### config.mk
export PLATFORM = sky130hd
export DESIGN_NAME = jpeg_out_level_flat
export DESIGN_NICKNAME = d
export VERILOG_FILES = /design/src/jpeg_out_pkg.sv /design/src/jpeg_rd_if.sv /design/src/jpeg_out_level.sv /design/src/flat_wrapper.sv
export SDC_FILE = /design/constraint.sdc
export NUM_CORES = 1
export LEC_CHECK = 0
export BUFFER_PORTS_ARGS = -buffer_cell sky130_fd_sc_hd__buf_4
export CORE_MARGIN = 5
export CORE_UTILIZATION = 45
export DETAILED_ROUTE_END_ITERATION = 12
export PLACE_DENSITY = 0.7
export SLEW_MARGIN = 0
export SYNTH_ARGS = -nofsm -noshare
export SYNTH_HDL_FRONTEND = slang
export SYNTH_SLANG_ARGS = --single-unit
### constraint.sdc
create_clock -name clk_i -period 6.6 [get_ports clk_i]
set_input_delay 1.65 -clock clk_i [delete_from_list [all_inputs] [get_ports clk_i]]
set_output_delay 1.65 -clock clk_i [all_outputs]
set_load 0.1 [all_outputs]
### src/jpeg_out_pkg.sv
/*
 * Shared widths, capacity constants and the RAM address type of the
 * JPEG output reorder buffer. Imported by every module of the buffer.
 */
package jpeg_out_pkg;

    // ----------------------------------------
    // Widths
    // ----------------------------------------
    localparam int DATA_W       = 32;
    localparam int SAMPLE_IDX_W = 6;
    localparam int SLOT_W       = 2;
    localparam int RAM_ADDR_W   = SLOT_W + SAMPLE_IDX_W;

    // ----------------------------------------
    // Capacity
    // ----------------------------------------
    localparam int RAM_DEPTH = 1 << RAM_ADDR_W;

    // One stored chroma sample is read four times in 4:2:0 mode
    localparam int CX_UPSAMPLE      = 4;
    localparam int CX_OUT_PER_BLOCK = CX_UPSAMPLE * (1 << SAMPLE_IDX_W);

    // Full RAM in 4:2:0 mode gives 1024 outputs still to deliver
    localparam int LEVEL_MAX = RAM_DEPTH * CX_UPSAMPLE;
    localparam int LEVEL_W   = $clog2(LEVEL_MAX) + 1;

    // ----------------------------------------
    // RAM address
    // ----------------------------------------
    typedef struct packed {
        logic [SLOT_W-1:0]       slot;
        logic [SAMPLE_IDX_W-1:0] sample;
    } blk_addr_t;

    // Same address word, seen as a flat pointer or as slot and sample
    typedef union packed {
        logic [RAM_ADDR_W-1:0] linear;
        blk_addr_t             blk;
    } ram_addr_t;

endpackage

### src/jpeg_rd_if.sv
/*
 * Read path of the output buffer: fetch strobe, accept, read address,
 * RAM read data and the current level, with one modport per block.
 */
`timescale 1ns/1ps

interface jpeg_rd_if import jpeg_out_pkg::*; ();

    logic                fetch;
    logic                accept;
    ram_addr_t           rd_addr;
    logic [DATA_W-1:0]   rd_data;
    logic [LEVEL_W-1:0]  level;

    modport level_mp (
        input  accept,
        output level
    );

    modport addr_mp (
        input  fetch,
        output rd_addr
    );

    modport ram_mp (
        input  fetch,
        input  rd_addr,
        output rd_data
    );

    modport out_mp (
        output fetch,
        output accept,
        input  rd_data,
        input  level
    );

endinterface

### src/jpeg_out_level.sv
/*
 * Count of output words still to be delivered. A push adds one, or four
 * in 4:2:0 mode, and every accepted output word removes one.
 */
`timescale 1ns/1ps

module jpeg_out_level import jpeg_out_pkg::*;
(
    input  logic        clk_i,
    input  logic        rst_i,
    input  logic        push_i,
    input  logic        mode420_i,
    input  logic        flush_i,
    jpeg_rd_if.level_mp rd
);

    logic [LEVEL_W-1:0] level_q;
    logic [LEVEL_W-1:0] push_inc;
    logic [LEVEL_W-1:0] level_next;

    always_comb
    begin
        push_inc = '0;
        if (push_i)
            push_inc = mode420_i ? LEVEL_W'(CX_UPSAMPLE) : LEVEL_W'(1);

        level_next = level_q + push_inc - LEVEL_W'(rd.accept);
    end

    always_ff @(posedge clk_i)
    begin
        if (rst_i || flush_i)
            level_q <= '0;
        else
            level_q <= level_next;
    end

    assign rd.level = level_q;

    // Output stage must never accept a word that was not counted in
    a_no_underflow: assert property (@(posedge clk_i) disable iff (rst_i)
        rd.accept |-> rd.level != '0);

    // Writer has no back-pressure, so overfilling is a caller error
    a_no_overflow: assert property (@(posedge clk_i) disable iff (rst_i)
        push_i && !flush_i |=> rd.level <= LEVEL_W'(LEVEL_MAX));

endmodule

### src/flat_wrapper.sv
// flat-port wrapper written by rule: the top's interface ports become plain ports
module jpeg_out_level_flat import jpeg_out_pkg::*;
  (clk_i, rst_i, push_i, mode420_i, flush_i, rd_accept, rd_level);
  jpeg_rd_if rd_i ();
  input  logic clk_i;
  input  logic rst_i;
  input  logic push_i;
  input  logic mode420_i;
  input  logic flush_i;
  input wire logic [$bits(rd_i.accept)-1:0] rd_accept;
  output wire logic [$bits(rd_i.level)-1:0] rd_level;
  assign rd_i.accept = rd_accept;
  assign rd_level = rd_i.level;
  jpeg_out_level u_core (.clk_i(clk_i), .rst_i(rst_i), .push_i(push_i), .mode420_i(mode420_i), .flush_i(flush_i), .rd(rd_i));
endmodule
==> flow_summary_export.csv <==
group,metric,value,unit
sta,fmax,299,MHz
cts,hold_buffers,0,
run,cap_violations,0,
outcome,status,"complete, no violations",
setup_path,cpPeakStageDelay,0.38,ns
hold_path,hp-class,"reg2reg",
sta,hold_viol_final,0,
cells_and_area,layoutNonFillerInstCount,143,
floorplanning,std_cell_rows,15,
power,pwr-share-comb,71.8,%
power,ir_drop,0.242,mV
synthesis,synthTopCellsByArea,"dfxtp_1 (27%), ha_1 (18%), inv_1 (7.4%), xor2_1 (5.4%), nor2_1 (4.6%)",
setup_path,cpMaxStageDelayCell,"fa_1",
placement,post-place-ws,2.96,ns
synthesis,yosysWarnings,0,
synthesis,postSynthCellCount,99,
sta,period_share,50.7,%
cells_and_area,top_register,"u_core.rd.level",
cts,cts_buffers,3,
floorplanning,fp.coreArea,1730,um2
synthesis,synth_top_area_share,27.0,%
global_routing,grt_pass1_vias,684,
cts,cts_setup_buffers,0,
placement,routabilityCongestion,0.841,
synthesis,seq_area_frac_synth,27.0,%
placement,port_buffers,16,
synthesis,netlist_area,815,um2
setup_path,critPathKind,"in2reg",
cells_and_area,nNetsFinal,138,
cts,clockBufferDepth,2,
sta,relSlewSlack,79.5,%
cells_and_area,drive_above_1_share,21.2,%
setup_path,crit_fanout,3,
setup_path,required,6.76,ns
synthesis,syn_area_per_cell,8.23,um2
detailed_routing,avgRoutedWirePerCell,10.5,um
synthesis,syn_nets,118,
sta,setup_viol,0,
detailed_routing,wirelength,1510,um
power,power_density,515,nW/um2
global_routing,grt_max_degree,12,
sta,finalMaxSlewViolations,0,
floorplanning,dieHeight,52.5,um
detailed_routing,via_count,712,
cells_and_area,largest_register_ffs,11,
sta,setup_ws,3.25,ns
detailed_routing,drt-initial-drc-count,7,
cts,clk_pin_slew,0.08,ns
detailed_routing,firstDrtPassIters,4,
floorplanning,die-area,2760,um2
detailed_routing,drc,0,
cts,cts_root_buffer,"clkbuf_4",
power,p_leak,0.474,nW
power,sw_frac_of_total,55.0,%
cts,htree_levels,1,
global_routing,overflow,0,
synthesis,ys_types,28,
setup_path,crit_path_cell_trace,"buf_4 -> ha_1 -> inv_1 -> ha_1 -> inv_1 -> fa_1 -> nand2b_1 -> a21o_1 -> a21oi_1 -> o21ai_0 -> nor3b_2",
power,p_sw,0.280,mW
cells_and_area,reg_top3,"u_core.rd.level: 11 flops",
floorplanning,initial_core_util,47.2,%
sta,rsz0062_at_grt,"false",
global_routing,antenna_found_initial,0,
global_routing,grt_use_total,13.3,%
setup_path,crit_path_end_kind,"flop",
sta,clock_skew,0.00272,ns
sta,fin_setup_tns,0,ns
synthesis,yosysTopAreaCell,"dfxtp_1",
synthesis,synth-seq-cells,11,
floorplanning,io_pins,17,
setup_path,arrival,3.51,ns
sta,hold_ws,0.690,ns
cts,clock_sinks,11,
detailed_routing,via_per_inst,4.98,
floorplanning,die_w,52.5,um
power,internal_power,0.229,mW
cts,cts_tree,"built",
setup_path,worst_setup_path_start_kind,"input pin",
power,p_seq_share,18.9,%
cells_and_area,antennaDiodeCount,0,
cts,clk_latency,0.27,ns
placement,place_inst,139,
power,p_clk_share,9.3,%
detailed_routing,ant_nets,0,
placement,dp_hpwl,1220,um
cts,ctsResizeCount,0,
sta,period_needed,3.35,ns
global_routing,grt_pass1_wl,2710,um
cells_and_area,final_cell_mix,"inv_1 (16), buf_4 (16), ha_1 (12), dfxtp_1 (11), nor2_1 (10)",
sta,worst_pin_slew,0.307,ns
cells_and_area,area_growth,21.4,%
layer usage:
metal  part of all wire [%]  GRT usage, %  wire [um]  vias to the layer above
li1                       -             -          -                      374
met1                     50          16.5        748                      324
met2                     45          21.1        678                       10
met3                    3.5          3.42         53                        4
met4                    1.8          6.38         27                        0
met5                      0             0          0                        -
cell usage after synthesis, drive strengths merged:
cell	count
a211oi	2
a21o	3
a21oi	7
a221oi	1
and3	2
clkbuf	1
dfxtp	11
fa	1
ha	12
inv	16
nand2	6
nand2b	3
nor2	10
nor2b	1
nor3	4
nor3b	2
o211ai	1
o21a	3
o21ai	4
o21bai	1
o22ai	1
or2	1
xnor2	1
xor2	5
cell type report:
type                            count  area, um2
Fill cell                         186        738
Sequential cell                    11        220
Tap cell                           25       31.3
Timing Repair Buffer               16        120
Multi-Input combinational cell     71        531
Clock buffer                        4       26.3
Inverter                           16       60.1
through the flow:
stage / utilization, % / power [mW] / instance area, um2
after floorplan: - / 0.403 / 815
after detailed placement: 55.7 / 0.463 / 962
after CTS: 57.2 / 0.513 / 988
final: 57.2 / 0.509 / 988
after global routing: 57.2 / 0.553 / 988
after global placement: 55.7 / 0.459 / 962
critical path, delay by kind of cell:
| kind | cells | cell delay, ns |
|---|---|---|
| compound gates | 3 | 0.46 |
| simple gates | 2 | 0.33 |
| buf+inv | 3 | 0.24 |
| fa+ha+maj | 3 | 0.83 |
worst paths after layout:
check        slack, ns  cells after the start                             end                           start
max               3.25                     11  u_core.rd.level[10]$_SDFF_PP0_                       rd_accept
min reg2reg       0.69                      3  u_core.rd.level[10]$_SDFF_PP0_  u_core.rd.level[10]$_SDFF_PP0_
min               0.69                      3  u_core.rd.level[10]$_SDFF_PP0_  u_core.rd.level[10]$_SDFF_PP0_
max reg2reg       4.35                     11  u_core.rd.level[10]$_SDFF_PP0_   u_core.rd.level[0]$_SDFF_PP0_
kinds of logic (layout without fill, tap and decap cells):
group / count (synthesis) / count (layout) / share of synthesized area, %
fa+ha+maj: 13 / 13 / 20.9
simple gates: 29 / 29 / 17.7
buf+inv: 17 / 36 / 7.83
compound gates: 23 / 23 / 20.1
xor+xnor: 6 / 6 / 6.45
flops: 11 / 11 / 27.0
power by group through the flow:
stage	sequential, mW	clock (mW)	combinational, mW
after floorplan	0.219	0	0.184
after global placement	0.0976	0	0.362
after detailed placement	0.0982	0	0.365
after CTS	0.0966	0.0500	0.366
after global routing	0.0990	0.0554	0.398
final	0.0961	0.0476	0.366
No activity file was read; power rests on OpenSTA's default activity.
