**config.mk**
```make
export PLATFORM = sky130hd
export DESIGN_NAME = jpeg_out_skid_flat
export DESIGN_NICKNAME = d
export VERILOG_FILES = /design/src/jpeg_out_pkg.sv /design/src/jpeg_rd_if.sv /design/src/jpeg_out_skid.sv /design/src/flat_wrapper.sv
export SDC_FILE = /design/constraint.sdc
export NUM_CORES = 1
export LEC_CHECK = 0
export BUFFER_PORTS_ARGS = -buffer_cell sky130_fd_sc_hd__buf_2
export CAP_MARGIN = 25
export CORE_UTILIZATION = 30
export CTS_CLUSTER_DIAMETER = 80
export DETAILED_ROUTE_END_ITERATION = 12
export PLACE_DENSITY = 0.59
export SYNTH_ARGS = -nofsm -noshare
export SYNTH_HDL_FRONTEND = slang
export SYNTH_SLANG_ARGS = --single-unit
```
**constraint.sdc**
```tcl
create_clock -name clk_i -period 5.4 [get_ports clk_i]
set_clock_uncertainty 0.15 [all_clocks]
set_input_delay 1.08 -clock clk_i [delete_from_list [all_inputs] [get_ports clk_i]]
set_output_delay 1.08 -clock clk_i [all_outputs]
set_load 0.05 [all_outputs]
```
**src/jpeg_out_pkg.sv**
```systemverilog
/*
 * Shared widths, capacity constants and the RAM address type of the
 * JPEG output reorder buffer. Imported by every module of the buffer.
 */
package jpeg_out_pkg;

    // ----------------------------------------
    // Widths
    // ----------------------------------------
    localparam int DATA_W       = 32;
    localparam int SAMPLE_IDX_W = 6;
    localparam int SLOT_W       = 2;
    localparam int RAM_ADDR_W   = SLOT_W + SAMPLE_IDX_W;

    // ----------------------------------------
    // Capacity
    // ----------------------------------------
    localparam int RAM_DEPTH = 1 << RAM_ADDR_W;

    // One stored chroma sample is read four times in 4:2:0 mode
    localparam int CX_UPSAMPLE      = 4;
    localparam int CX_OUT_PER_BLOCK = CX_UPSAMPLE * (1 << SAMPLE_IDX_W);

    // Full RAM in 4:2:0 mode gives 1024 outputs still to deliver
    localparam int LEVEL_MAX = RAM_DEPTH * CX_UPSAMPLE;
    localparam int LEVEL_W   = $clog2(LEVEL_MAX) + 1;

    // ----------------------------------------
    // RAM address
    // ----------------------------------------
    typedef struct packed {
        logic [SLOT_W-1:0]       slot;
        logic [SAMPLE_IDX_W-1:0] sample;
    } blk_addr_t;

    // Same address word, seen as a flat pointer or as slot and sample
    typedef union packed {
        logic [RAM_ADDR_W-1:0] linear;
        blk_addr_t             blk;
    } ram_addr_t;

endpackage

```
**src/jpeg_rd_if.sv**
```systemverilog
/*
 * Read path of the output buffer: fetch strobe, accept, read address,
 * RAM read data and the current level, with one modport per block.
 */
`timescale 1ns/1ps

interface jpeg_rd_if import jpeg_out_pkg::*; ();

    logic                fetch;
    logic                accept;
    ram_addr_t           rd_addr;
    logic [DATA_W-1:0]   rd_data;
    logic [LEVEL_W-1:0]  level;

    modport level_mp (
        input  accept,
        output level
    );

    modport addr_mp (
        input  fetch,
        output rd_addr
    );

    modport ram_mp (
        input  fetch,
        input  rd_addr,
        output rd_data
    );

    modport out_mp (
        output fetch,
        output accept,
        input  rd_data,
        input  level
    );

endinterface

```
**src/jpeg_out_skid.sv**
```systemverilog
/*
 * Output stage. Issues RAM fetches against the level, lands read data in
 * an output register with a skid behind it, and drives the valid/yumi port.
 */
`timescale 1ns/1ps

module jpeg_out_skid import jpeg_out_pkg::*;
(
    input  logic              clk_i,
    input  logic              rst_i,
    input  logic              flush_i,
    input  logic              yumi_i,
    output logic [DATA_W-1:0] data_out_o,
    output logic              v_o,
    jpeg_rd_if.out_mp         rd
);

    logic [LEVEL_W-1:0] outstanding_q;
    logic               inflight_q;
    logic               out_v_q;
    logic [DATA_W-1:0]  out_data_q;
    logic               skid_v_q;
    logic [DATA_W-1:0]  skid_data_q;

    logic [1:0]         held;
    logic               out_load;
    logic               skid_load;

    // ----------------------------------------
    // Fetch control
    // ----------------------------------------
    assign rd.accept = out_v_q && yumi_i;

    // Words in the RAM pipe plus both registers
    assign held = 2'(inflight_q) + 2'(out_v_q) + 2'(skid_v_q);

    assign rd.fetch = (outstanding_q < rd.level) && ((held < 2'd2) || rd.accept);

    always_ff @(posedge clk_i)
    begin
        if (rst_i || flush_i)
        begin
            outstanding_q <= '0;
            inflight_q    <= 1'b0;
        end
        else
        begin
            outstanding_q <= outstanding_q + LEVEL_W'(rd.fetch) - LEVEL_W'(rd.accept);
            inflight_q    <= rd.fetch;
        end
    end

    // ----------------------------------------
    // Output and skid registers
    // ----------------------------------------
    // Output register refills when empty or draining this cycle
    assign out_load  = !out_v_q || rd.accept;
    // Arriving word parks in the skid when output is stalled
    assign skid_load = inflight_q && !out_load;

    always_ff @(posedge clk_i)
    begin
        if (rst_i || flush_i)
        begin
            out_v_q  <= 1'b0;
            skid_v_q <= 1'b0;
        end
        else if (out_load)
        begin
            // Skid holds the older word, it goes out first
            out_v_q  <= skid_v_q || inflight_q;
            skid_v_q <= skid_v_q && inflight_q;
        end
        else if (skid_load)
            skid_v_q <= 1'b1;
    end

    always_ff @(posedge clk_i)
    begin
        if (out_load)
        begin
            if (skid_v_q)
            begin
                out_data_q  <= skid_data_q;
                skid_data_q <= rd.rd_data;
            end
            else
                out_data_q <= rd.rd_data;
        end
        else if (skid_load)
            skid_data_q <= rd.rd_data;
    end

    assign v_o        = out_v_q;
    assign data_out_o = out_data_q;

    // ----------------------------------------
    // Checks
    // ----------------------------------------
    a_stall_stable: assert property (@(posedge clk_i) disable iff (rst_i)
        v_o && !yumi_i && !flush_i |=> v_o && $stable(data_out_o));

    // Fetches are bounded by the level held in the counter block
    a_fetch_in_level: assert property (@(posedge clk_i) disable iff (rst_i)
        rd.fetch |=> outstanding_q <= rd.level);

    a_skid_free: assert property (@(posedge clk_i) disable iff (rst_i)
        skid_load |-> !skid_v_q);

endmodule

```
**src/flat_wrapper.sv**
```systemverilog
// flat-port wrapper written by rule: the top's interface ports become plain ports
module jpeg_out_skid_flat import jpeg_out_pkg::*;
  (clk_i, rst_i, flush_i, yumi_i, data_out_o, v_o, rd_fetch, rd_accept, rd_rd_data, rd_level);
  jpeg_rd_if rd_i ();
  input  logic clk_i;
  input  logic rst_i;
  input  logic flush_i;
  input  logic yumi_i;
  output logic [DATA_W-1:0] data_out_o;
  output logic v_o;
  output wire logic [$bits(rd_i.fetch)-1:0] rd_fetch;
  output wire logic [$bits(rd_i.accept)-1:0] rd_accept;
  input wire logic [$bits(rd_i.rd_data)-1:0] rd_rd_data;
  input wire logic [$bits(rd_i.level)-1:0] rd_level;
  assign rd_fetch = rd_i.fetch;
  assign rd_accept = rd_i.accept;
  assign rd_i.rd_data = rd_rd_data;
  assign rd_i.level = rd_level;
  jpeg_out_skid u_core (.clk_i(clk_i), .rst_i(rst_i), .flush_i(flush_i), .yumi_i(yumi_i), .data_out_o(data_out_o), .v_o(v_o), .rd(rd_i));
endmodule
```
==> flow_summary.ini <==
[run_status]
run_status = complete, no violations

[timing]
holdWs_ns = 0.394
setup_ws_ns = 1.55
finalCritPeriodShare_pct = 71.3
slew_viol_final = 0
slew_headroom_pct = 34.1
rsz0062_at_grt = no
period_needed_ns = 3.85
fin_tns_setup_ns = 0
setup_violations = 0
hold_viol_final = 0
clock.fmax_mhz = 260
worst_pin_slew_ns = 0.989

[layout]
num-nets-final = 409
syn2layout_area_growth_pct = 24.4
stdcell_area_um2 = 4340
final_layout_size_suffix_gt1_share_pct = 40.5
antennaDiodeCount = 0

[die]
dieArea_um2 = 12100
placementRows = 39
start_util_pct = 30.7
ioPinCount = 82
die_w_um = 110
die_h_um = 110
core_um2 = 11400

[clocking]
clock-root-buffer = clkbuf_16
tritoncts = yes
cts_resized = 0
post_cts_buffers = 0
h-tree-depth = 3
clk_pin_slew_ns = 0.06
cts_hold_buffers = 0
clock_path_buffers = 2
clock_latency_ns = 0.32
cts_made_buffers = 9
clock_sinks = 78

[synthesis]
synth_cell_types = 33
syn_area_um2 = 3490
synth_nets = 322
synth-seq-cells = 78
yosys_warnings = 0
avgSynthCellArea_um2 = 13.9
syn_inst = 252
yosysSeqAreaShare_pct = 63.1

[worst_setup_path]
cp_slowest_cell = fa_1
end_kind = register
required_ns = 5.46
crit_type = input port to register
cp.arrival_ns = 3.91
slowest_delay_ns = 0.44
crit_chain = buf_2 -> inv_1 -> ha_1 -> nand2_1 -> o21ai_0 -> a21oi_1 -> o21ai_2 -> mux2_2 -> ha_1 -> fa_1 -> a211oi_2 -> o21bai_1 -> a21oi_1 -> xor2_1 -> nor2_1
startpoint_type = input port
cp_max_fo = 4

[job]
maxCapViolations = 0

[placed_design]
dp_hpwl_um = 4500
globalplace.congestion = 0.803
io_buffers = 81
dpl_worst_slack_ns = 1.17
dpl_cell_area_um2 = 4090

[detailed_routing]
wl_um = 6430
vias_per_cell = 4.55
dr.pass1.iters = 4
drt_iter0_drc = 115
wl_per_cell_um = 13.2
drc_errors = 0
vias = 2209
ant_nets = 0

[power]
power.total_uw = 1850
p_leak_uw = 0.00178
irDropWorstVdd_mv = 0.206
power.density_nw_per_um2 = 426

[hold_path]
hold_class = register to register

[global_route]
grt_pass1_wl_um = 10200
grt_pass1_vias = 2138
antenna_found_initial = 0
grt_max_degree = 38
grt.overflow.total = 0
grt_usage_pct = 11.3
[metal layers]
metal	up-vias	share of wire (%)	track usage [%]
met5	-	0	0
met4	0	1.3	4.29
met3	10	6.6	3.68
met2	69	43	17.7
met1	1036	49	14.4
li1	1094	-	-
[registers in the layout (all words and copies together) (netlist names)]
register,cells
u_core.v_o,1
u_core.inflight_q,1
u_core.skid_data_q,32
u_core.skid_v_q,1
u_core.outstanding_q,11
u_core.data_out_o,32
[worst paths after layout]
check,slack (ns),end,cells after the start,from
setup / recovery,1.55,u_core.outstanding_q[6],15,rd_level[2]
hold reg to reg,0.39,u_core.data_out_o[27],1,u_core.skid_data_q[27]
setup reg to reg,1.80,u_core.outstanding_q[6],12,u_core.skid_v_q
hold / removal,0.39,u_core.data_out_o[27],1,u_core.skid_data_q[27]
[through the flow]
step                util, %  cells
finish                 38.2    486
global route           38.2    486
CTS                    38.2    486
detailed placement     35.9    471
global placement       35.8    470
floorplan                 -    252
[critical path, delay by kind of cell]
kind            cells  cell delay [ns]
compound gates      6             1.14
fa+ha+maj           3             0.94
mux                 1             0.37
xor+xnor            1             0.16
buf+inv             2             0.10
simple gates        2             0.10
[logic make-up after synthesis]
family	count (synthesis)	share of synthesized area, %
and+or+nand+nor	41	5.23
buffers and inverters	34	3.76
DFF	78	63.1
AOI/OAI and AO/OA	34	6.59
xor gates and xnor gates	9	2.26
adders and majority gates	23	8.46
muxes	33	10.6
[final cells by class]
cell class              count  area (um^2)
fillers                  1120         7030
flip-flops and latches     78         2200
multi-input cells         140         1170
repair buffers             82          425
clock buffers              11          233
well taps                 143          179
inverters                  28          105
clock inverters             4         25.0
[synthesized netlist by cell type (all sizes together)]
cell type  count  area (um^2)
a211oi         4         35.0
a21o           2         15.0
a21oi         14         77.6
a221oi         1         15.0
a31oi          1         6.26
and4           1         11.3
buf            3         15.0
clkbuf         3         11.3
dfxtp         14          280
edfxtp        64         1920
fa             1         20.0
ha            22          275
inv           28          105
mux2          33          372
nand2         12         45.0
nand2b         2         12.5
nand3          3         15.0
nand4          2         12.5
nor2          17         63.8
nor2b          1         6.26
nor3           2         10.0
o211ai         1         12.5
o21ai          8         43.8
o21bai         1         7.51
o221ai         1         8.76
o41ai          1         8.76
or2            1         6.26
xnor2          4         35.0
xor2           5         43.8
[report_power, final]
group | switching (uW) | internal [uW]
clock network | 225 | 307
logic | 341 | 250
registers | 30.4 | 697
[cell usage in the layout, fill, tap and decap left out, types with 2 or more instances in the layout]
cell type   netlist  layout
mux2_2           33      33
nand2_1          12      12
buf_2             3      81
a21oi_2           2       2
nor3_1            2       2
clkinvlp_4        0       2
nor2_1           17      17
xnor2_1           4       4
nand3_1           3       3
inv_1            28      28
edfxtp_1         64      64
a211oi_1          3       3
clkbuf_1          3       2
xor2_1            5       5
ha_1             22      22
a21o_1            2       2
clkbuf_16         0       9
a21oi_1          12      12
nand4_1           2       2
o21ai_0           6       5
dfxtp_1          14      13
clkinv_2          0       2
Note: power is estimated with default switching activity, not from simulation.
