`src/jpeg_out_pkg.sv`:
```
/*
 * Shared widths, capacity constants and the RAM address type of the
 * JPEG output reorder buffer. Imported by every module of the buffer.
 */
package jpeg_out_pkg;

    // ----------------------------------------
    // Widths
    // ----------------------------------------
    localparam int DATA_W       = 32;
    localparam int SAMPLE_IDX_W = 6;
    localparam int SLOT_W       = 2;
    localparam int RAM_ADDR_W   = SLOT_W + SAMPLE_IDX_W;

    // ----------------------------------------
    // Capacity
    // ----------------------------------------
    localparam int RAM_DEPTH = 1 << RAM_ADDR_W;

    // One stored chroma sample is read four times in 4:2:0 mode
    localparam int CX_UPSAMPLE      = 4;
    localparam int CX_OUT_PER_BLOCK = CX_UPSAMPLE * (1 << SAMPLE_IDX_W);

    // Full RAM in 4:2:0 mode gives 1024 outputs still to deliver
    localparam int LEVEL_MAX = RAM_DEPTH * CX_UPSAMPLE;
    localparam int LEVEL_W   = $clog2(LEVEL_MAX) + 1;

    // ----------------------------------------
    // RAM address
    // ----------------------------------------
    typedef struct packed {
        logic [SLOT_W-1:0]       slot;
        logic [SAMPLE_IDX_W-1:0] sample;
    } blk_addr_t;

    // Same address word, seen as a flat pointer or as slot and sample
    typedef union packed {
        logic [RAM_ADDR_W-1:0] linear;
        blk_addr_t             blk;
    } ram_addr_t;

endpackage

```
`src/jpeg_rd_if.sv`:
```
/*
 * Read path of the output buffer: fetch strobe, accept, read address,
 * RAM read data and the current level, with one modport per block.
 */
`timescale 1ns/1ps

interface jpeg_rd_if import jpeg_out_pkg::*; ();

    logic                fetch;
    logic                accept;
    ram_addr_t           rd_addr;
    logic [DATA_W-1:0]   rd_data;
    logic [LEVEL_W-1:0]  level;

    modport level_mp (
        input  accept,
        output level
    );

    modport addr_mp (
        input  fetch,
        output rd_addr
    );

    modport ram_mp (
        input  fetch,
        input  rd_addr,
        output rd_data
    );

    modport out_mp (
        output fetch,
        output accept,
        input  rd_data,
        input  level
    );

endinterface

```
`src/jpeg_out_rd_addr.sv`:
```
/*
 * Read address generator. Linear mode walks the RAM in write order,
 * 4:2:0 mode reads each 8x8 chroma block as a 16x16 upsampled block.
 */
`timescale 1ns/1ps

module jpeg_out_rd_addr import jpeg_out_pkg::*;
(
    input  logic       clk_i,
    input  logic       rst_i,
    input  logic       mode420_i,
    input  logic       flush_i,
    jpeg_rd_if.addr_mp rd
);

    logic [RAM_ADDR_W-1:0] lin_ptr_q;
    logic [RAM_ADDR_W-1:0] cx_idx_q;
    logic [SLOT_W-1:0]     slot_q;
    logic                  cx_wrap;

    logic [1:0]            cx_quad;
    logic [2:0]            cx_row;
    logic [2:0]            cx_col;
    ram_addr_t             lin_addr;
    ram_addr_t             cx_addr;

    // ----------------------------------------
    // Counters
    // ----------------------------------------
    assign cx_wrap = (cx_idx_q == RAM_ADDR_W'(CX_OUT_PER_BLOCK - 1));

    always_ff @(posedge clk_i)
    begin
        if (rst_i || flush_i)
        begin
            lin_ptr_q <= '0;
            cx_idx_q  <= '0;
            slot_q    <= '0;
        end
        else if (rd.fetch)
        begin
            lin_ptr_q <= lin_ptr_q + 1'b1;
            cx_idx_q  <= cx_idx_q + 1'b1;
            if (cx_wrap)
                slot_q <= slot_q + 1'b1;
        end
    end

    // ----------------------------------------
    // Address decode
    // ----------------------------------------
    // Output index k = {quadrant, row, column} of the 16x16 block
    assign cx_quad = cx_idx_q[7:6];
    assign cx_row  = cx_idx_q[5:3];
    assign cx_col  = cx_idx_q[2:0];

    always_comb
    begin
        lin_addr.linear = lin_ptr_q;

        // Halve row and column, quadrant picks the upper or right half
        cx_addr.blk.slot   = slot_q;
        cx_addr.blk.sample = {cx_quad[1], cx_row[2:1], cx_quad[0], cx_col[2:1]};

        rd.rd_addr = mode420_i ? cx_addr : lin_addr;
    end

endmodule

```
`src/flat_wrapper.sv`:
```
// flat-port wrapper written by rule: the top's interface ports become plain ports
module jpeg_out_rd_addr_flat import jpeg_out_pkg::*;
  (clk_i, rst_i, mode420_i, flush_i, rd_fetch, rd_rd_addr);
  jpeg_rd_if rd_i ();
  input  logic clk_i;
  input  logic rst_i;
  input  logic mode420_i;
  input  logic flush_i;
  input wire logic [$bits(rd_i.fetch)-1:0] rd_fetch;
  output wire logic [$bits(rd_i.rd_addr)-1:0] rd_rd_addr;
  assign rd_i.fetch = rd_fetch;
  assign rd_rd_addr = rd_i.rd_addr;
  jpeg_out_rd_addr u_core (.clk_i(clk_i), .rst_i(rst_i), .mode420_i(mode420_i), .flush_i(flush_i), .rd(rd_i));
endmodule
```
`config.mk`:
```
export PLATFORM = sky130hd
export DESIGN_NAME = jpeg_out_rd_addr_flat
export DESIGN_NICKNAME = d
export VERILOG_FILES = /design/src/jpeg_out_pkg.sv /design/src/jpeg_rd_if.sv /design/src/jpeg_out_rd_addr.sv /design/src/flat_wrapper.sv
export SDC_FILE = /design/constraint.sdc
export NUM_CORES = 1
export LEC_CHECK = 0
export ABC_AREA = 1
export BUFFER_PORTS_ARGS = -buffer_cell sky130_fd_sc_hd__buf_2
export CORE_UTILIZATION = 40
export CTS_CLUSTER_DIAMETER = 80
export CTS_CLUSTER_SIZE = 20
export DETAILED_ROUTE_END_ITERATION = 12
export HOLD_SLACK_MARGIN = 0.05
export PLACE_DENSITY = 0.71
export SYNTH_ARGS = -nofsm -noshare
export SYNTH_HDL_FRONTEND = slang
export SYNTH_SLANG_ARGS = --single-unit
```
`constraint.sdc`:
```
create_clock -name clk_i -period 1.4 [get_ports clk_i]
set_input_delay 0.42 -clock clk_i [delete_from_list [all_inputs] [get_ports clk_i]]
set_output_delay 0.42 -clock clk_i [all_outputs]
set_load 0.03 [all_outputs]
```
==> results of run 1 <==
[worst min-delay path: cells and delay by family]
kind                   cells  cell delay (ns)
AOI/OAI and AO/OA          1             0.07
buffers and inverters      1             0.13
and+or+nand+nor            1             0.11
[state kept, by name, indices dropped and copies added, names as in the netlist]
name and flops:
u_core.cx_idx_q 8, u_core.lin_addr 8, u_core.slot_q 2
[worst min-delay path by stage]
stage / from / to / slack [ns] / depth (start not counted)
6_report: rd_fetch / u_core.cx_idx_q[2]$_SDFFE_PP0P_ / 0.46 / 3
5_1_grt: rd_fetch / u_core.cx_idx_q[2]$_SDFFE_PP0P_ / 0.47 / 3
4_1_cts: rd_fetch / u_core.cx_idx_q[2]$_SDFFE_PP0P_ / 0.44 / 3
3_5_place_dp: u_core.lin_addr[3]$_SDFFE_PP0P_ / u_core.lin_addr[3]$_SDFFE_PP0P_ / 0.47 / 1
3_3_place_gp: u_core.lin_addr[3]$_SDFFE_PP0P_ / u_core.lin_addr[3]$_SDFFE_PP0P_ / 0.46 / 1
2_1_floorplan: u_core.lin_addr[3]$_SDFFE_PP0P_ / u_core.lin_addr[3]$_SDFFE_PP0P_ / 0.44 / 1
[layout by cell type (no fill, tap or decap)]
cell	n
nor2_1	16
nand3_1	8
nor2_2	5
o21ai_0	6
clkbuf_4	3
a21oi_2	3
nand4_1	2
dfxtp_2	12
buf_2	3
nand2_1	35
nor3_1	1
dfxtp_1	4
a21oi_1	13
dfxtp_4	2
clkbuf_8	1
nand3_2	1
ha_1	2
buf_12	1
inv_1	11
nor2_4	1
o21ai_1	2
mux2_4	2
inv_2	4
buf_4	19
buf_6	7
o21ai_2	1
[cell type report]
cell class	count	share of cell area
Tap cell	27	0.0268
Multi-Input combinational cell	98	0.393
Inverter	15	0.0446
Sequential cell	18	0.303
Clock buffer	4	0.0287
Timing Repair Buffer	30	0.203
[metal layers]
layer | up-vias | track usage | share of wire
met5 | - | 0 | 0
li1 | 492 | - | -
met3 | 7 | 0.0185 | 0.028
met2 | 17 | 0.358 | 0.50
met1 | 422 | 0.230 | 0.45
met4 | 0 | 0.0857 | 0.028
[report_power, final]
part	switching, mW	leakage, nW	internal, mW	total (mW)
Combinational	0.0551	0.352	0.0476	0.103
Sequential	0.00277	0.153	0.512	0.515
Clock	0.174	0.0210	0.159	0.333
Total	0.232	0.526	0.718	0.951
[metrics by stage]
stage                     setup slack, ns  cell area (µm²)  cells  TNS (ns)  power (mW)
final                             -0.0795             1260    192    -0.252       0.951
after global routing               -0.116             1260    192    -0.610       0.992
after detailed placement           -0.129             1050    177    -0.750       0.613
after CTS                         -0.0792             1230    190    -0.236       0.954
after floorplan                    -0.113              910    134    -0.431       0.579
after global placement             -0.134             1050    177    -0.770       0.612
[cells by family (layout without fill, tap and decap cells)]
family,Yosys count,count (layout),share of synthesized area
multiplexers,2,2,0.0249
adder cells (fa/ha/maj),2,2,0.0276
flip-flops,18,18,0.398
buffers and inverters,18,49,0.0842
AND/OR/NAND/NOR,69,69,0.327
AO/OA/AOI/OAI,25,25,0.138
[Yosys cell counts]
master / count
nor2_1: 18
nand3_2: 1
nor2_2: 3
ha_1: 2
buf_4: 2
a21oi_1: 16
inv_1: 15
dfxtp_1: 18
nand2_1: 35
nand4_1: 2
nor3_1: 1
mux2_2: 2
o21ai_0: 9
nor2_4: 1
nand3_1: 8
buf_2: 1
[timing repair]
action	4_1_cts	5_1_grt
pin swaps	2	3
hold buffers	0	0
setup buffers	9	2
endpoints found under the setup margin	8	8
gates resized for setup	35	8
==> results.toml, run 1 <==
[run_status]
outcome = "finished with violations"
failed_checks = "negative setup slack"

[layout]
fillerInstances = 191
multi_input_area_um2 = 497
layout-drive-gt1-share = 0.394
diodes = 0
num-nets-final = 173
synthToLayoutAreaGrowth_pct = 39.4
register_area_um2 = 383
fin_util = 0.618

[floorplanning]
fp.dieW_um = 49.6
core_region_area_um2 = 2040
start_util = 0.444
pin_count = 13
rows = 16
die_height_um = 49.6
die_area_um2 = 2460

[setup_path]
cp_top_family = "flip-flops"
critPathLaunchType = "flip-flop"
cp.buffers_inverters = 1
worstReg2RegEnd = "u_core.cx_idx_q[6]$_SDFFE_PP0P_"
critPathLaunch = "u_core.cx_idx_q[5]$_SDFFE_PP0P_"
crit_type = "flip-flop to output port"
crit_arrival_ns = 1.06
path_cells = "mux2_4 > buf_6"
r2r_cells = 7
path_max_fanout = 2
reg2reg_slack_ns = 0.08
rr_startpoint = "u_core.cx_idx_q[1]$_SDFFE_PP0P_"
cp.depth = 2
endpoint_kind = "output port"
required_ns = 0.98
critPathSlowestCell = "dfxtp_4"
critPathCapture = "rd_rd_addr[4]"
slowest_delay_ns = 0.36

[global_routing]
grt_pass1_vias = 857
antenna_found_initial = 0
grt_pass1_wl_mm = 3.70
grt_start_max_net_pins = 15
grt-ovfl-total = 0
grt_usage = 0.197

[sta]
max_freq_ghz = 0.676
fin_worst_skew_ns = 0.00663
setup_viol_count_final = 5
final-max-slew-violation-count = 0
final.period_utilization = 1.06
fin_crit_ns = 1.48
rsz0062_at_grt = "yes"
finalHoldViolations = 0
setup_ws_ns = -0.0795
tightestPinTransition_ns = 0.214
timing.slew.headroom = 0.857
hold_ws_ns = 0.456

[synthesis]
syn_inst = 134
netlist_area_um2 = 906
yosysWarnings = 0
synth.avg_cell_area_um2 = 6.76
ys_seq_area_frac = 0.398
synth_area_leaders = "dfxtp_1, nand2_1, a21oi_1"
yosys.area.top_type_share = 0.398
synth_top_area_cell = "dfxtp_1"
syn_nets = 141
yosysUniqueCellTypes = 16
synth_seq_cells = 18

[pwr]
power.leakage_nw = 0.526
cellPowerDensity_nw_per_um2 = 753
irDropWorstVdd_uv = 608

[route]
drt_wl_total_mm = 2.24
ant_nets = 0
via_per_inst = 4.89
vias = 938
drt_iter0_drc = 6
drc = 0
avgRoutedWirePerCell_um = 11.7
dr.pass1.iters = 4

[hold_path]
min_path_type = "input port to flip-flop"

[clocking]
cts_root_buffer = "clkbuf_4"
cts_buffer_depth = 2
cts_buffers = 3
clk_latency_ns = 0.31
clock-sinks = 18
path_clk_slew_ns = 0.11
cts_max_level = 1
cts_tree = "yes"

[job]
maxCapViolations = 0

[place]
dpl.hpwl_mm = 1.39
globalplace.congestion = 0.785
io_buffer_count = 12
No activity file was read; power rests on OpenSTA's default activity.
==> inputs of run 2 (changes only) <==
--- a/config.mk
+++ b/config.mk
@@ -8,6 +8,7 @@
 export ABC_AREA = 1
 export BUFFER_PORTS_ARGS = -buffer_cell sky130_fd_sc_hd__buf_2
 export CORE_UTILIZATION = 40
+export CTS_BUF_LIST = sky130_fd_sc_hd__clkbuf_8 sky130_fd_sc_hd__clkbuf_16
 export CTS_CLUSTER_DIAMETER = 80
 export CTS_CLUSTER_SIZE = 20
 export DETAILED_ROUTE_END_ITERATION = 12
==> run 2 against run 1 <==
The flow still finishes with violations (negative setup slack). Global-route usage fell by 1.2 points. Worst hold slack improved by 0.029 ns. Register-to-register slack improved by 0.02 ns. Clock skew fell by 0.0029 ns. Routed wire length fell by 5.8%. Critical endpoint unchanged. Critical path type unchanged. Flip-flop and latch count did not move. Critical path depth did not move. Design area fell by 2.5%. Total power rose by 9.8%. Non-clock buffer count fell by 5. Combinational power barely moved.
==> results.toml, run 2 (same netlist as run 1, synthesis figures left out) <==
[run_status]
outcome = "finished with violations"
failed_checks = "negative setup slack"

[clocking]
cts_buffer_depth = 2
cts_buffers = 3
path_clk_slew_ns = 0.07
clk_latency_ns = 0.25
cts_max_level = 1
cts_root_buffer = "clkbuf_8"
cts_tree = "yes"
ctsHoldBuffers = 0
clock-sinks = 18

[setup_path]
critPathLaunchType = "flip-flop"
endpoint_kind = "output port"
crit_type = "flip-flop to output port"
reg2reg_slack_ns = 0.10
worstReg2RegEnd = "u_core.cx_idx_q[6]$_SDFFE_PP0P_"
critPathCapture = "rd_rd_addr[4]"
required_ns = 0.98
rr_startpoint = "u_core.cx_idx_q[1]$_SDFFE_PP0P_"
critPathLaunch = "u_core.cx_idx_q[5]$_SDFFE_PP0P_"
r2r_cells = 7
path_max_fanout = 2
crit_arrival_ns = 0.99

[sta]
timing.slew.headroom = 0.856
fin_crit_ns = 1.41
finalHoldViolations = 0
max_freq_ghz = 0.707
rsz0062_at_grt = "yes"
fin_worst_skew_ns = 0.00376
tightestPinTransition_ns = 0.216
final.period_utilization = 1.01
finalSetupTns_ns = -0.0141
setup_viol_count_final = 1
hold_ws_ns = 0.485
setup_ws_ns = -0.0141
final-max-slew-violation-count = 0

[route]
top_layer = "met4"
drt_wl_total_mm = 2.11
drt_iter0_drc = 9
dr_wl_met3_um = 38
ant_nets = 0
dr.pass1.iters = 4
wl_met2_mm = 1.04
vias = 908
drc = 0
via_per_inst = 4.86
avgRoutedWirePerCell_um = 11.3
wl_met1_mm = 1.02

[place]
io_buffer_count = 12
globalplace.congestion = 0.785
place_inst = 177
dp_worst_setup_slack_ns = -0.129
dpl.hpwl_mm = 1.39

[pwr]
cellPowerDensity_nw_per_um2 = 848
irDropWorstVdd_uv = 664
power.leakage_nw = 0.503
fin_total_pwr_mw = 1.04

[hold_path]
hold-path-cell-count = 2
min_path_type = "flip-flop to flip-flop"

[floorplanning]
core_region_area_um2 = 2040
rows = 16
start_util = 0.444
fp.dieW_um = 49.6
die_area_um2 = 2460
die_height_um = 49.6
pin_count = 13

[global_routing]
grt_pass1_wl_mm = 3.55
antenna_found_initial = 0
grt_pass1_vias = 818
grt-ovfl-total = 0
grt_start_max_net_pins = 15
grt_usage = 0.185

[layout]
final_cell_mix = "nand2_1, nor2_1, buf_4"
num-nets-final = 168
instances_no_fill = 187
synthToLayoutAreaGrowth_pct = 35.9
layout-drive-gt1-share = 0.338
final_common_cell = "nand2_1"
diodes = 0

[job]
maxCapViolations = 0
[run 2: worst min-delay path by stage]
| stage | startpoint | slack [ns] | endpoint |
|---|---|---|---|
| finish | u_core.lin_addr[6]$_SDFFE_PP0P_ | 0.49 | u_core.lin_addr[6]$_SDFFE_PP0P_ |
| global route | u_core.slot_q[1]$_SDFFE_PP0P_ | 0.52 | u_core.slot_q[1]$_SDFFE_PP0P_ |
| global placement | u_core.lin_addr[3]$_SDFFE_PP0P_ | 0.46 | u_core.lin_addr[3]$_SDFFE_PP0P_ |
| detailed placement | u_core.lin_addr[3]$_SDFFE_PP0P_ | 0.47 | u_core.lin_addr[3]$_SDFFE_PP0P_ |
| CTS | u_core.lin_addr[3]$_SDFFE_PP0P_ | 0.44 | u_core.lin_addr[3]$_SDFFE_PP0P_ |
| floorplan | u_core.lin_addr[3]$_SDFFE_PP0P_ | 0.44 | u_core.lin_addr[3]$_SDFFE_PP0P_ |
[run 2: critical path, stage by stage (launching register included)]
cell	delay, ns
dfxtp_4	0.35
mux2_4	0.26
buf_6	0.14
[run 2: area by class of cell]
cell class                      count  area (µm²)
Sequential cell                    18         380
Clock buffer                        4        55.1
Tap cell                           27        33.8
Multi-Input combinational cell     98         490
Timing Repair Buffer               25         215
Fill cell                         190         811
Inverter                           15        56.3
[run 2: per-stage QoR]
| stage | util | area (µm²) |
|---|---|---|
| floorplan | - | 910 |
| global placement | 0.513 | 1050 |
| detailed placement | 0.513 | 1050 |
| CTS | 0.585 | 1190 |
| global route | 0.603 | 1230 |
| finish | 0.603 | 1230 |
[run 2: timing repair]
action | in CTS | in global routing
gates cloned | 0 | 0
setup endpoints to repair | 8 | 8
gates resized for setup | 28 | 8
setup buffers | 3 | 3
pin swaps | 1 | 2
[run 2: where the power goes]
part           switching, mW  total, mW  internal [mW]
sequential           0.00305      0.515          0.512
clock                  0.177      0.427          0.250
combinational         0.0539      0.102         0.0483
total                  0.234       1.04          0.810
[run 2: per-layer routing]
layer,GRT usage,vias to the layer above
met5,0,-
met4,0.0714,0
met3,0.0185,2
met2,0.313,9
met1,0.238,414
li1,-,483
